===== src/verilog/eth_glue_pkg.sv =====
`default_nettype none

package eth_glue_pkg;

    typedef logic [7:0]  byte_t;
    typedef logic [10:0] frame_len_t;      // 0 means no frame
    typedef logic [9:0]  rx_entry_t;       // {last, valid, data}
    typedef logic [31:0] ahb_word_t;

    typedef enum logic [1:0] {
        ARB_IDLE = 2'd0,
        ARB_CPU  = 2'd1,
        ARB_UDP  = 2'd2
    } arb_state_e;

    typedef enum logic {
        UDP_IDLE = 1'b0,
        UDP_SEND = 1'b1
    } udp_state_e;

    // register offsets within the engine region, haddr[3:0]
    typedef enum logic [3:0] {
        REG_LEN    = 4'h0,
        REG_CTRL   = 4'h4,
        REG_SEED   = 4'h8,
        REG_STATUS = 4'hC
    } udp_reg_e;

    localparam logic [3:0] UDP_REGION    = 4'h7;   // haddr[31:28]
    localparam logic [1:0] HTRANS_NONSEQ = 2'b10;
    localparam logic [1:0] HTRANS_SEQ    = 2'b11;

endpackage

`default_nettype wire


===== src/verilog/eth_glue_top.sv =====
`timescale 1ns/1ps
`default_nettype none

module eth_glue_top
    import eth_glue_pkg::*;
#(
    parameter logic [26:0] HEARTBEAT_TICKS = 27'd33000000,
    parameter int          RX_DEPTH        = 16,
    parameter int          RX_CREDITS      = 4
) (
    input  wire        HCLK,
    input  wire        rst_key,
    input  wire        hsel_i,
    input  ahb_word_t  haddr_i,
    input  wire  [1:0] htrans_i,
    input  wire        hwrite_i,
    input  wire        hready_i,
    input  ahb_word_t  hwdata_i,
    output ahb_word_t  hrdata_o,
    output logic       hreadyout_o,
    output logic       hresp_o,
    input  byte_t      cpu_tdata_i,
    input  wire        cpu_tvalid_i,
    input  wire        cpu_tlast_i,
    output logic       cpu_tready_o,
    output byte_t      mac_tdata_o,
    output logic       mac_tstart_o,
    output logic       mac_tlast_o,
    input  wire        mac_tpnd_i,
    input  byte_t      mac_rdata_i,
    input  wire        mac_rvalid_i,
    input  wire        mac_rlast_i,
    output logic       rx_valid_o,
    output byte_t      rx_data_o,
    output logic       rx_last_o,
    input  wire        rx_credit_i,
    output logic [7:0] rx_drop_count_o,
    output logic       led_o
);

    byte_t udp_tdata;
    logic  udp_tvalid;
    logic  udp_tlast;
    logic  udp_tready;

    heartbeat_led #(
        .HEARTBEAT_TICKS (HEARTBEAT_TICKS)
    ) u_heartbeat_led (
        .HCLK    (HCLK),
        .rst_key (rst_key),
        .led_o   (led_o)
    );

    udp_tx_engine u_udp_tx_engine (
        .HCLK         (HCLK),
        .rst_key      (rst_key),
        .hsel_i       (hsel_i),
        .haddr_i      (haddr_i),
        .htrans_i     (htrans_i),
        .hwrite_i     (hwrite_i),
        .hready_i     (hready_i),
        .hwdata_i     (hwdata_i),
        .hrdata_o     (hrdata_o),
        .hreadyout_o  (hreadyout_o),
        .hresp_o      (hresp_o),
        .udp_tdata_o  (udp_tdata),
        .udp_tvalid_o (udp_tvalid),
        .udp_tlast_o  (udp_tlast),
        .udp_tready_i (udp_tready)
    );

    tx_arbiter u_tx_arbiter (
        .HCLK         (HCLK),
        .rst_key      (rst_key),
        .cpu_tdata_i  (cpu_tdata_i),
        .cpu_tvalid_i (cpu_tvalid_i),
        .cpu_tlast_i  (cpu_tlast_i),
        .cpu_tready_o (cpu_tready_o),
        .udp_tdata_i  (udp_tdata),
        .udp_tvalid_i (udp_tvalid),
        .udp_tlast_i  (udp_tlast),
        .udp_tready_o (udp_tready),
        .mac_tdata_o  (mac_tdata_o),
        .mac_tstart_o (mac_tstart_o),
        .mac_tlast_o  (mac_tlast_o),
        .mac_tpnd_i   (mac_tpnd_i)
    );

    rx_frame_buffer #(
        .RX_DEPTH   (RX_DEPTH),
        .RX_CREDITS (RX_CREDITS)
    ) u_rx_frame_buffer (
        .HCLK            (HCLK),
        .rst_key         (rst_key),
        .mac_rdata_i     (mac_rdata_i),
        .mac_rvalid_i    (mac_rvalid_i),
        .mac_rlast_i     (mac_rlast_i),
        .rx_valid_o      (rx_valid_o),
        .rx_data_o       (rx_data_o),
        .rx_last_o       (rx_last_o),
        .rx_credit_i     (rx_credit_i),
        .rx_drop_count_o (rx_drop_count_o)
    );

endmodule

`default_nettype wire


===== src/verilog/heartbeat_led.sv =====
`timescale 1ns/1ps
`default_nettype none

module heartbeat_led #(
    parameter logic [26:0] HEARTBEAT_TICKS = 27'd33000000
) (
    input  wire  HCLK,
    input  wire  rst_key,
    output logic led_o
);

    logic [26:0] cnt;
    logic        wrap;

    assign wrap = (cnt >= HEARTBEAT_TICKS);   // period is ticks + 1

    always_ff @(posedge HCLK or negedge rst_key) begin
        if (!rst_key) begin
            cnt <= '0;
        end else if (wrap) begin
            cnt <= '0;
        end else begin
            cnt <= cnt + 27'd1;
        end
    end

    always_ff @(posedge HCLK or negedge rst_key) begin
        if (!rst_key) begin
            led_o <= 1'b1;               // lit out of reset
        end else if (wrap) begin
            led_o <= ~led_o;
        end
    end

endmodule

`default_nettype wire


===== src/verilog/rx_frame_buffer.sv =====
`timescale 1ns/1ps
`default_nettype none

module rx_frame_buffer
    import eth_glue_pkg::*;
#(
    parameter int RX_DEPTH   = 16,   // power of two
    parameter int RX_CREDITS = 4
) (
    input  wire        HCLK,
    input  wire        rst_key,
    input  byte_t      mac_rdata_i,
    input  wire        mac_rvalid_i,
    input  wire        mac_rlast_i,
    output logic       rx_valid_o,
    output byte_t      rx_data_o,
    output logic       rx_last_o,
    input  wire        rx_credit_i,
    output logic [7:0] rx_drop_count_o
);

    localparam int AW = $clog2(RX_DEPTH);
    localparam int CW = $clog2(RX_CREDITS + 1);

    rx_entry_t       mem [RX_DEPTH];
    rx_entry_t       wr_entry;
    rx_entry_t       rd_entry;
    logic [AW-1:0]   wr_ptr;
    logic [AW-1:0]   rd_ptr;
    logic [AW:0]     count;
    logic [CW-1:0]   credits;
    logic            full;
    logic            empty;
    logic            wr_en;
    logic            rd_en;

    assign wr_entry = {mac_rlast_i, mac_rvalid_i, mac_rdata_i};   // same packing as the MAC side
    assign full     = (count == RX_DEPTH[AW:0]);
    assign empty    = (count == '0);
    assign wr_en    = mac_rvalid_i && !full;
    assign rd_en    = !empty && (credits != '0);

    always_ff @(posedge HCLK) begin
        if (wr_en) begin
            mem[wr_ptr] <= wr_entry;
        end
    end

    assign rd_entry   = mem[rd_ptr];
    assign rx_valid_o = rd_en && rd_entry[8];
    assign rx_data_o  = rd_entry[7:0];
    assign rx_last_o  = rd_entry[9];

    always_ff @(posedge HCLK or negedge rst_key) begin
        if (!rst_key) begin
            wr_ptr <= '0;
            rd_ptr <= '0;
            count  <= '0;
        end else begin
            if (wr_en) begin
                wr_ptr <= wr_ptr + 1'b1;   // wraps at depth
            end
            if (rd_en) begin
                rd_ptr <= rd_ptr + 1'b1;
            end
            case ({wr_en, rd_en})
                2'b10:   count <= count + 1'b1;
                2'b01:   count <= count - 1'b1;
                default: count <= count;
            endcase
        end
    end

    // one credit spent per emitted entry, one back per host pulse
    always_ff @(posedge HCLK or negedge rst_key) begin
        if (!rst_key) begin
            credits <= CW'(RX_CREDITS);
        end else begin
            case ({rd_en, rx_credit_i})
                2'b10:   credits <= credits - 1'b1;
                2'b01:   credits <= credits + 1'b1;
                default: credits <= credits;
            endcase
        end
    end

    always_ff @(posedge HCLK or negedge rst_key) begin
        if (!rst_key) begin
            rx_drop_count_o <= '0;
        end else if (mac_rvalid_i && full && rx_drop_count_o != 8'hFF) begin
            rx_drop_count_o <= rx_drop_count_o + 8'd1;   // saturates
        end
    end

endmodule

`default_nettype wire


===== src/verilog/tx_arbiter.sv =====
`timescale 1ns/1ps
`default_nettype none

module tx_arbiter
    import eth_glue_pkg::*;
(
    input  wire   HCLK,
    input  wire   rst_key,
    input  byte_t cpu_tdata_i,
    input  wire   cpu_tvalid_i,
    input  wire   cpu_tlast_i,
    output logic  cpu_tready_o,
    input  byte_t udp_tdata_i,
    input  wire   udp_tvalid_i,
    input  wire   udp_tlast_i,
    output logic  udp_tready_o,
    output byte_t mac_tdata_o,
    output logic  mac_tstart_o,
    output logic  mac_tlast_o,
    input  wire   mac_tpnd_i
);

    arb_state_e state;
    logic       first_q;      // next byte opens the frame
    logic       sel_tvalid;
    logic       sel_tlast;
    logic       accept;

    // granted source drives the MAC, the other one is muted
    always_comb begin
        case (state)
            ARB_UDP: begin
                mac_tdata_o = udp_tdata_i;
                sel_tvalid  = udp_tvalid_i;
                sel_tlast   = udp_tlast_i;
            end
            ARB_CPU: begin
                mac_tdata_o = cpu_tdata_i;
                sel_tvalid  = cpu_tvalid_i;
                sel_tlast   = cpu_tlast_i;
            end
            default: begin
                mac_tdata_o = cpu_tdata_i;
                sel_tvalid  = 1'b0;
                sel_tlast   = 1'b0;
            end
        endcase
    end

    assign accept       = sel_tvalid && mac_tpnd_i;
    assign cpu_tready_o = (state == ARB_CPU) && mac_tpnd_i;
    assign udp_tready_o = (state == ARB_UDP) && mac_tpnd_i;
    assign mac_tstart_o = sel_tvalid && first_q;
    assign mac_tlast_o  = sel_tvalid && sel_tlast;

    always_ff @(posedge HCLK or negedge rst_key) begin
        if (!rst_key) begin
            state   <= ARB_IDLE;
            first_q <= 1'b0;
        end else begin
            case (state)
                ARB_IDLE: begin
                    first_q <= 1'b1;
                    if (udp_tvalid_i) begin
                        state <= ARB_UDP;      // accelerator has priority
                    end else if (cpu_tvalid_i) begin
                        state <= ARB_CPU;
                    end
                end
                default: begin
                    if (accept) begin
                        first_q <= 1'b0;
                        if (sel_tlast) begin
                            state <= ARB_IDLE; // grant drops after last byte
                        end
                    end
                end
            endcase
        end
    end

endmodule

`default_nettype wire


===== src/verilog/udp_tx_engine.sv =====
`timescale 1ns/1ps
`default_nettype none

module udp_tx_engine
    import eth_glue_pkg::*;
(
    input  wire        HCLK,
    input  wire        rst_key,
    input  wire        hsel_i,
    input  ahb_word_t  haddr_i,
    input  wire  [1:0] htrans_i,
    input  wire        hwrite_i,
    input  wire        hready_i,
    input  ahb_word_t  hwdata_i,
    output ahb_word_t  hrdata_o,
    output logic       hreadyout_o,
    output logic       hresp_o,
    output byte_t      udp_tdata_o,
    output logic       udp_tvalid_o,
    output logic       udp_tlast_o,
    input  wire        udp_tready_i
);

    udp_state_e  state;
    logic        addr_hit;
    logic        dph_valid;                // data phase pending
    logic        dph_write;
    udp_reg_e    dph_reg;
    frame_len_t  len_q;
    byte_t       seed_q;
    byte_t       cur_byte;
    frame_len_t  remaining;
    logic [15:0] frame_cnt;
    logic        wr_en;
    logic        go;
    logic        accept;

    assign addr_hit = hsel_i && hready_i &&
                      (htrans_i == HTRANS_NONSEQ || htrans_i == HTRANS_SEQ) &&
                      (haddr_i[31:28] == UDP_REGION);

    always_ff @(posedge HCLK or negedge rst_key) begin
        if (!rst_key) begin
            dph_valid <= 1'b0;
            dph_write <= 1'b0;
            dph_reg   <= REG_LEN;
        end else begin
            dph_valid <= addr_hit;
            dph_write <= hwrite_i;
            dph_reg   <= udp_reg_e'(haddr_i[3:0]);
        end
    end

    assign wr_en  = dph_valid && dph_write;
    assign go     = wr_en && (dph_reg == REG_CTRL) && hwdata_i[0] &&
                    (state == UDP_IDLE) && (len_q != '0);
    assign accept = udp_tvalid_o && udp_tready_i;

    always_ff @(posedge HCLK or negedge rst_key) begin
        if (!rst_key) begin
            len_q  <= '0;
            seed_q <= '0;
        end else if (wr_en) begin
            case (dph_reg)
                REG_LEN:  len_q  <= hwdata_i[10:0];
                REG_SEED: seed_q <= hwdata_i[7:0];
                default:  ;
            endcase
        end
    end

    always_ff @(posedge HCLK or negedge rst_key) begin
        if (!rst_key) begin
            state     <= UDP_IDLE;
            cur_byte  <= '0;
            remaining <= '0;
            frame_cnt <= '0;
        end else begin
            case (state)
                UDP_IDLE: begin
                    if (go) begin
                        state     <= UDP_SEND;   // tvalid the cycle after data phase
                        cur_byte  <= seed_q;
                        remaining <= len_q;
                    end
                end
                default: begin
                    if (accept) begin
                        cur_byte  <= cur_byte + 8'd1;   // wraps mod 256
                        remaining <= remaining - 11'd1;
                        if (udp_tlast_o) begin
                            state     <= UDP_IDLE;
                            frame_cnt <= frame_cnt + 16'd1;
                        end
                    end
                end
            endcase
        end
    end

    assign udp_tvalid_o = (state == UDP_SEND);
    assign udp_tdata_o  = cur_byte;
    assign udp_tlast_o  = udp_tvalid_o && (remaining == 11'd1);

    always_comb begin
        hrdata_o = '0;
        if (dph_valid && !dph_write) begin
            case (dph_reg)
                REG_LEN:    hrdata_o = {21'd0, len_q};
                REG_CTRL:   hrdata_o = {31'd0, udp_tvalid_o};
                REG_SEED:   hrdata_o = {24'd0, seed_q};
                REG_STATUS: hrdata_o = {frame_cnt, 15'd0, udp_tvalid_o};
                default:    hrdata_o = '0;
            endcase
        end
    end

    assign hreadyout_o = 1'b1;   // zero wait states
    assign hresp_o     = 1'b0;   // always OKAY

endmodule

`default_nettype wire

===== config.mk =====
export PLATFORM = sky130hd
export DESIGN_NAME = eth_glue_top
export DESIGN_NICKNAME = d
export VERILOG_FILES = /design/src/verilog/eth_glue_pkg.sv /design/src/verilog/eth_glue_top.sv /design/src/verilog/heartbeat_led.sv /design/src/verilog/rx_frame_buffer.sv /design/src/verilog/tx_arbiter.sv /design/src/verilog/udp_tx_engine.sv
export SDC_FILE = /design/constraint.sdc
export NUM_CORES = 1
export LEC_CHECK = 0
export ABC_AREA = 1
export BUFFER_PORTS_ARGS = -buffer_cell sky130_fd_sc_hd__buf_2
export CORE_AREA = 4 4 201 203
export CTS_CLUSTER_SIZE = 8
export DETAILED_ROUTE_END_ITERATION = 10
export DIE_AREA = 0 0 205 207
export HOLD_SLACK_MARGIN = 0.12
export PLACE_DENSITY_LB_ADDON = 0.1
export SLEW_MARGIN = 20
export SYNTH_ARGS = -nofsm -noshare
export SYNTH_HDL_FRONTEND = slang
export SYNTH_HIERARCHICAL = 1
export SYNTH_SLANG_ARGS = --single-unit
export TNS_END_PERCENT = 5

===== constraint.sdc =====
create_clock -name HCLK -period 5.45 [get_ports HCLK]
set_input_delay 0.2725 -clock HCLK [delete_from_list [all_inputs] [get_ports HCLK]]
set_output_delay 0.2725 -clock HCLK [all_outputs]
set_load 0.05 [all_outputs]

==> flow_metrics.py <==
metrics = {
    "outcome": {
        "status": "finished clean",
    },
    "floorplanning": {
        "die_height_um": 207,
        "die_area_um2": 42400,
        "die_w_um": 205,
        "pin_count": 157,
        "initial_core_util_pct": 34.9,
        "coreArea_um2": 38500,
        "rows": 72,
    },
    "yosys": {
        "netlist_top_cells_area": "edfxtp_1, dfrtp_1, nand2_1, nor2_1, o21ai_0",
        "synth_area_um2": 13400,
        "synth.distinct_cells": 44,
        "synth-seq-cells": 276,
        "synth.most_common_cell": "nand2_1",
        "avgSynthCellArea_um2": 9.19,
        "yosys.area.top_type": "edfxtp_1",
        "yosysWarnings": 6,
        "ys_seq_area_share_pct": 57.4,
        "ys_async_sr_fraction_pct": 42.0,
        "synth_top_cell_area_share_pct": 35.8,
        "postSynthCellCount": 1463,
        "synthTopCellsByCount": "nand2_1, nor2_1, edfxtp_1, inv_1, o21ai_0",
        "synth-edff-count": 160,
        "synth_ff_type": "edfxtp_1",
    },
    "clocking": {
        "cts_setup_buffers": 0,
        "cts-buffers-inserted": 40,
        "cts_tree": "built",
        "cts_root_buffer": "clkbuf_16",
        "clkSlewWorstSetupHoldPaths_ps": 50,
        "htree_levels": 2,
        "clk_latency_ps": 530,
        "cts_sinks": 276,
        "cts_buffer_depth": 3,
    },
    "route": {
        "drc_errors": 0,
        "vias": 9967,
        "avgRoutedWirePerCell_um": 15.4,
        "drtAntennaViolNets": 0,
        "drt_iter0_drc": 467,
        "avgViaCountPerCell": 4.68,
        "drt_wl_total_um": 32700,
        "drt_first_pass_iters": 5,
    },
    "timing": {
        "setup_tns_ps": 0,
        "hold_viol_final": 0,
        "period_share_pct": 60.5,
        "rsz0062_at_grt": "no",
        "finalSetupViolations": 0,
        "fin_crit_ps": 3300,
        "hold_ws_ps": 153,
        "finClkSkew_ps": 11.7,
        "slew_viol_final": 0,
        "slew_headroom_pct": 27.8,
        "max_freq_mhz": 303,
        "worst_slew_pin_slew_ps": 1080,
    },
    "placement": {
        "gp_congestion": 0.801,
        "placed_cells": 2042,
        "portBuffers": 103,
        "placed_cell_area_um2": 14300,
        "dpl.hpwl_um": 21100,
    },
    "pwr": {
        "power.switching_mw": 3.17,
        "peakVddDrop_v": 0.000264,
        "power_density_nw_per_um2": 501,
        "p_comb_share_pct": 36.3,
        "seq_power_share_pct": 34.8,
        "internal-power_mw": 4.72,
        "p_clk_share_pct": 28.9,
        "p_leak_nw": 6.58,
        "netSwitchingFraction_pct": 40.2,
    },
    "cells_and_area": {
        "final_layout_size_suffix_gt1_share_pct": 13.0,
        "areaGrowthSynthToFinish_pct": 17.3,
        "finalInstanceArea_um2": 15800,
        "final_cells": 2131,
        "antennaDiodeCount": 0,
        "largest_reg_flops": 160,
        "regMostFlops": "u_rx_frame_buffer/mem",
        "num-nets-final": 1709,
        "top_regs": "u_rx_frame_buffer/mem x160, u_heartbeat_led/cnt x27, u_udp_tx_engine/frame_cnt x16",
    },
    "grt": {
        "grt_overflow": 0,
        "gr-usage-met1_pct": 20.7,
        "use_met3_pct": 2.49,
        "grt_pass1_wl_um": 53300,
        "track_usage_pct": 15.4,
        "grt_max_degree": 73,
        "grt_pass1_vias": 9963,
        "grt_antenna_before_repair": 0,
        "use_met2_pct": 25.8,
        "grt-busiest-layer": "met2",
    },
    "worst_setup_path": {
        "critical_path_class": "reg -> out",
        "rr_startpoint": "u_tx_arbiter/state[0]",
        "timing.rr.end": "u_udp_tx_engine/remaining[10]",
        "r2r_cells": 9,
        "crit_required_ps": 5180,
        "crit_path_end_kind": "primary output",
        "worst_setup_path_start_kind": "flip-flop",
        "r2r_slack_ps": 2670,
        "path_max_fanout": 52,
        "cp.arrival_ps": 3030,
    },
    "hold_path": {
        "hp-start": "mac_rdata_i[5]",
        "hold_end": "u_rx_frame_buffer/mem[8][5]",
        "min_path_type": "in -> reg",
        "whs_path_depth": 1,
    },
    "job": {
        "drv_cap": 0,
    },
}
-- repair_timing --
item | 4_1_cts | 5_1_grt
hold endpoints to repair | 153 | 0
resized for setup | 0 | 0
hold buffers | 29 | 0
-- layout by cell type (no fill, tap or decap), types with 2 or more instances in the layout --
master,netlist,routed
nand2_2,7,7
xor2_1,30,30
and2_1,2,2
dlygate4sd3_1,0,29
o21ai_0,119,119
dfrtp_1,114,113
dfstp_2,2,2
nand4_1,9,9
buf_4,13,12
nor2_2,12,15
ha_1,20,20
nor3_1,25,25
clkbuf_1,12,16
xnor2_1,12,12
o21ai_1,9,9
a21oi_1,22,22
clkbuf_16,0,41
inv_16,0,2
mux2_2,9,9
nand3_2,3,3
buf_2,20,102
nand3b_1,2,2
inv_2,3,3
o211ai_1,23,23
conb_1,3,9
o21bai_1,5,5
o21ai_2,2,2
edfxtp_1,160,160
nand2_1,341,341
nor2_4,4,4
nand3_1,103,103
inv_4,2,2
nor2_1,223,220
inv_1,128,128
-- power groups by stage --
stage / Clock [mW] / Combinational (mW) / Sequential (mW)
2_1_floorplan: 0 / 2.20 / 2.74
3_3_place_gp: 0 / 2.86 / 2.78
3_5_place_dp: 0 / 2.89 / 2.78
4_1_cts: 2.37 / 2.91 / 2.75
5_1_grt: 2.44 / 3.22 / 2.78
6_report: 2.28 / 2.87 / 2.75
-- worst max-delay path by stage --
stage                                 from                            to  slack (ps)  depth (start not counted)
3_3_place_gp         u_tx_arbiter/state[0]  u_udp_tx_engine/remaining[7]        2650                          9
4_1_cts        u_rx_frame_buffer/rd_ptr[0]                  rx_data_o[0]        2110                          9
6_report       u_rx_frame_buffer/rd_ptr[0]                  rx_data_o[0]        2150                          9
3_5_place_dp         u_tx_arbiter/state[0]  u_udp_tx_engine/remaining[4]        2620                          7
5_1_grt        u_rx_frame_buffer/rd_ptr[0]                  rx_data_o[0]        1950                          9
2_1_floorplan    u_udp_tx_engine/dph_write                  hrdata_o[16]        3210                          4
-- worst max-delay path: stages (launching register included) --
cell and delay [ps]:
dfrtp_2 380, buf_4 370, buf_4 610, nor2_1 110
nor2_1 110, o21ai_0 100, o211ai_1 150, nand3_1 170
nand2_1 140, buf_2 270
-- metrics by stage --
step / power (mW) / util, % / worst slack (ps)
final: 7.89 / 41.0 / 2150
after global routing: 8.44 / 41.0 / 1950
after CTS: 8.02 / 41.0 / 2110
after detailed placement: 5.67 / 37.3 / 2620
after global placement: 5.63 / 37.3 / 2650
after floorplan: 4.95 / - / 3210
-- cell type report --
type,count,area (um^2)
multi-input combinational,1001,4880
clock inverter,3,45.0
clock buffer,57,1090
timing repair buffer,143,891
inverter,133,504
sequential,276,7710
tap,518,648
fill,3846,22700
-- cell families (layout without fill, tap and decap cells) --
family | count (synthesis) | count (layout) | share of synthesized area, %
DFF | 276 | 276 | 57.4
other | 3 | 9 | 0.0838
muxes | 9 | 9 | 0.754
buffers and inverters | 192 | 336 | 6.53
and+or+nand+nor | 736 | 736 | 23.0
adders and majority gates | 21 | 21 | 2.01
xor gates and xnor gates | 43 | 43 | 2.86
AOI/OAI and AO/OA | 183 | 183 | 7.43
-- layer usage --
metal,part of all wire [%],vias to the layer above
li1,-,5054
met1,46,4660
met2,47,191
met3,4.3,62
met4,2.6,0
met5,0,-
Power figures use the tool's default switching activity.
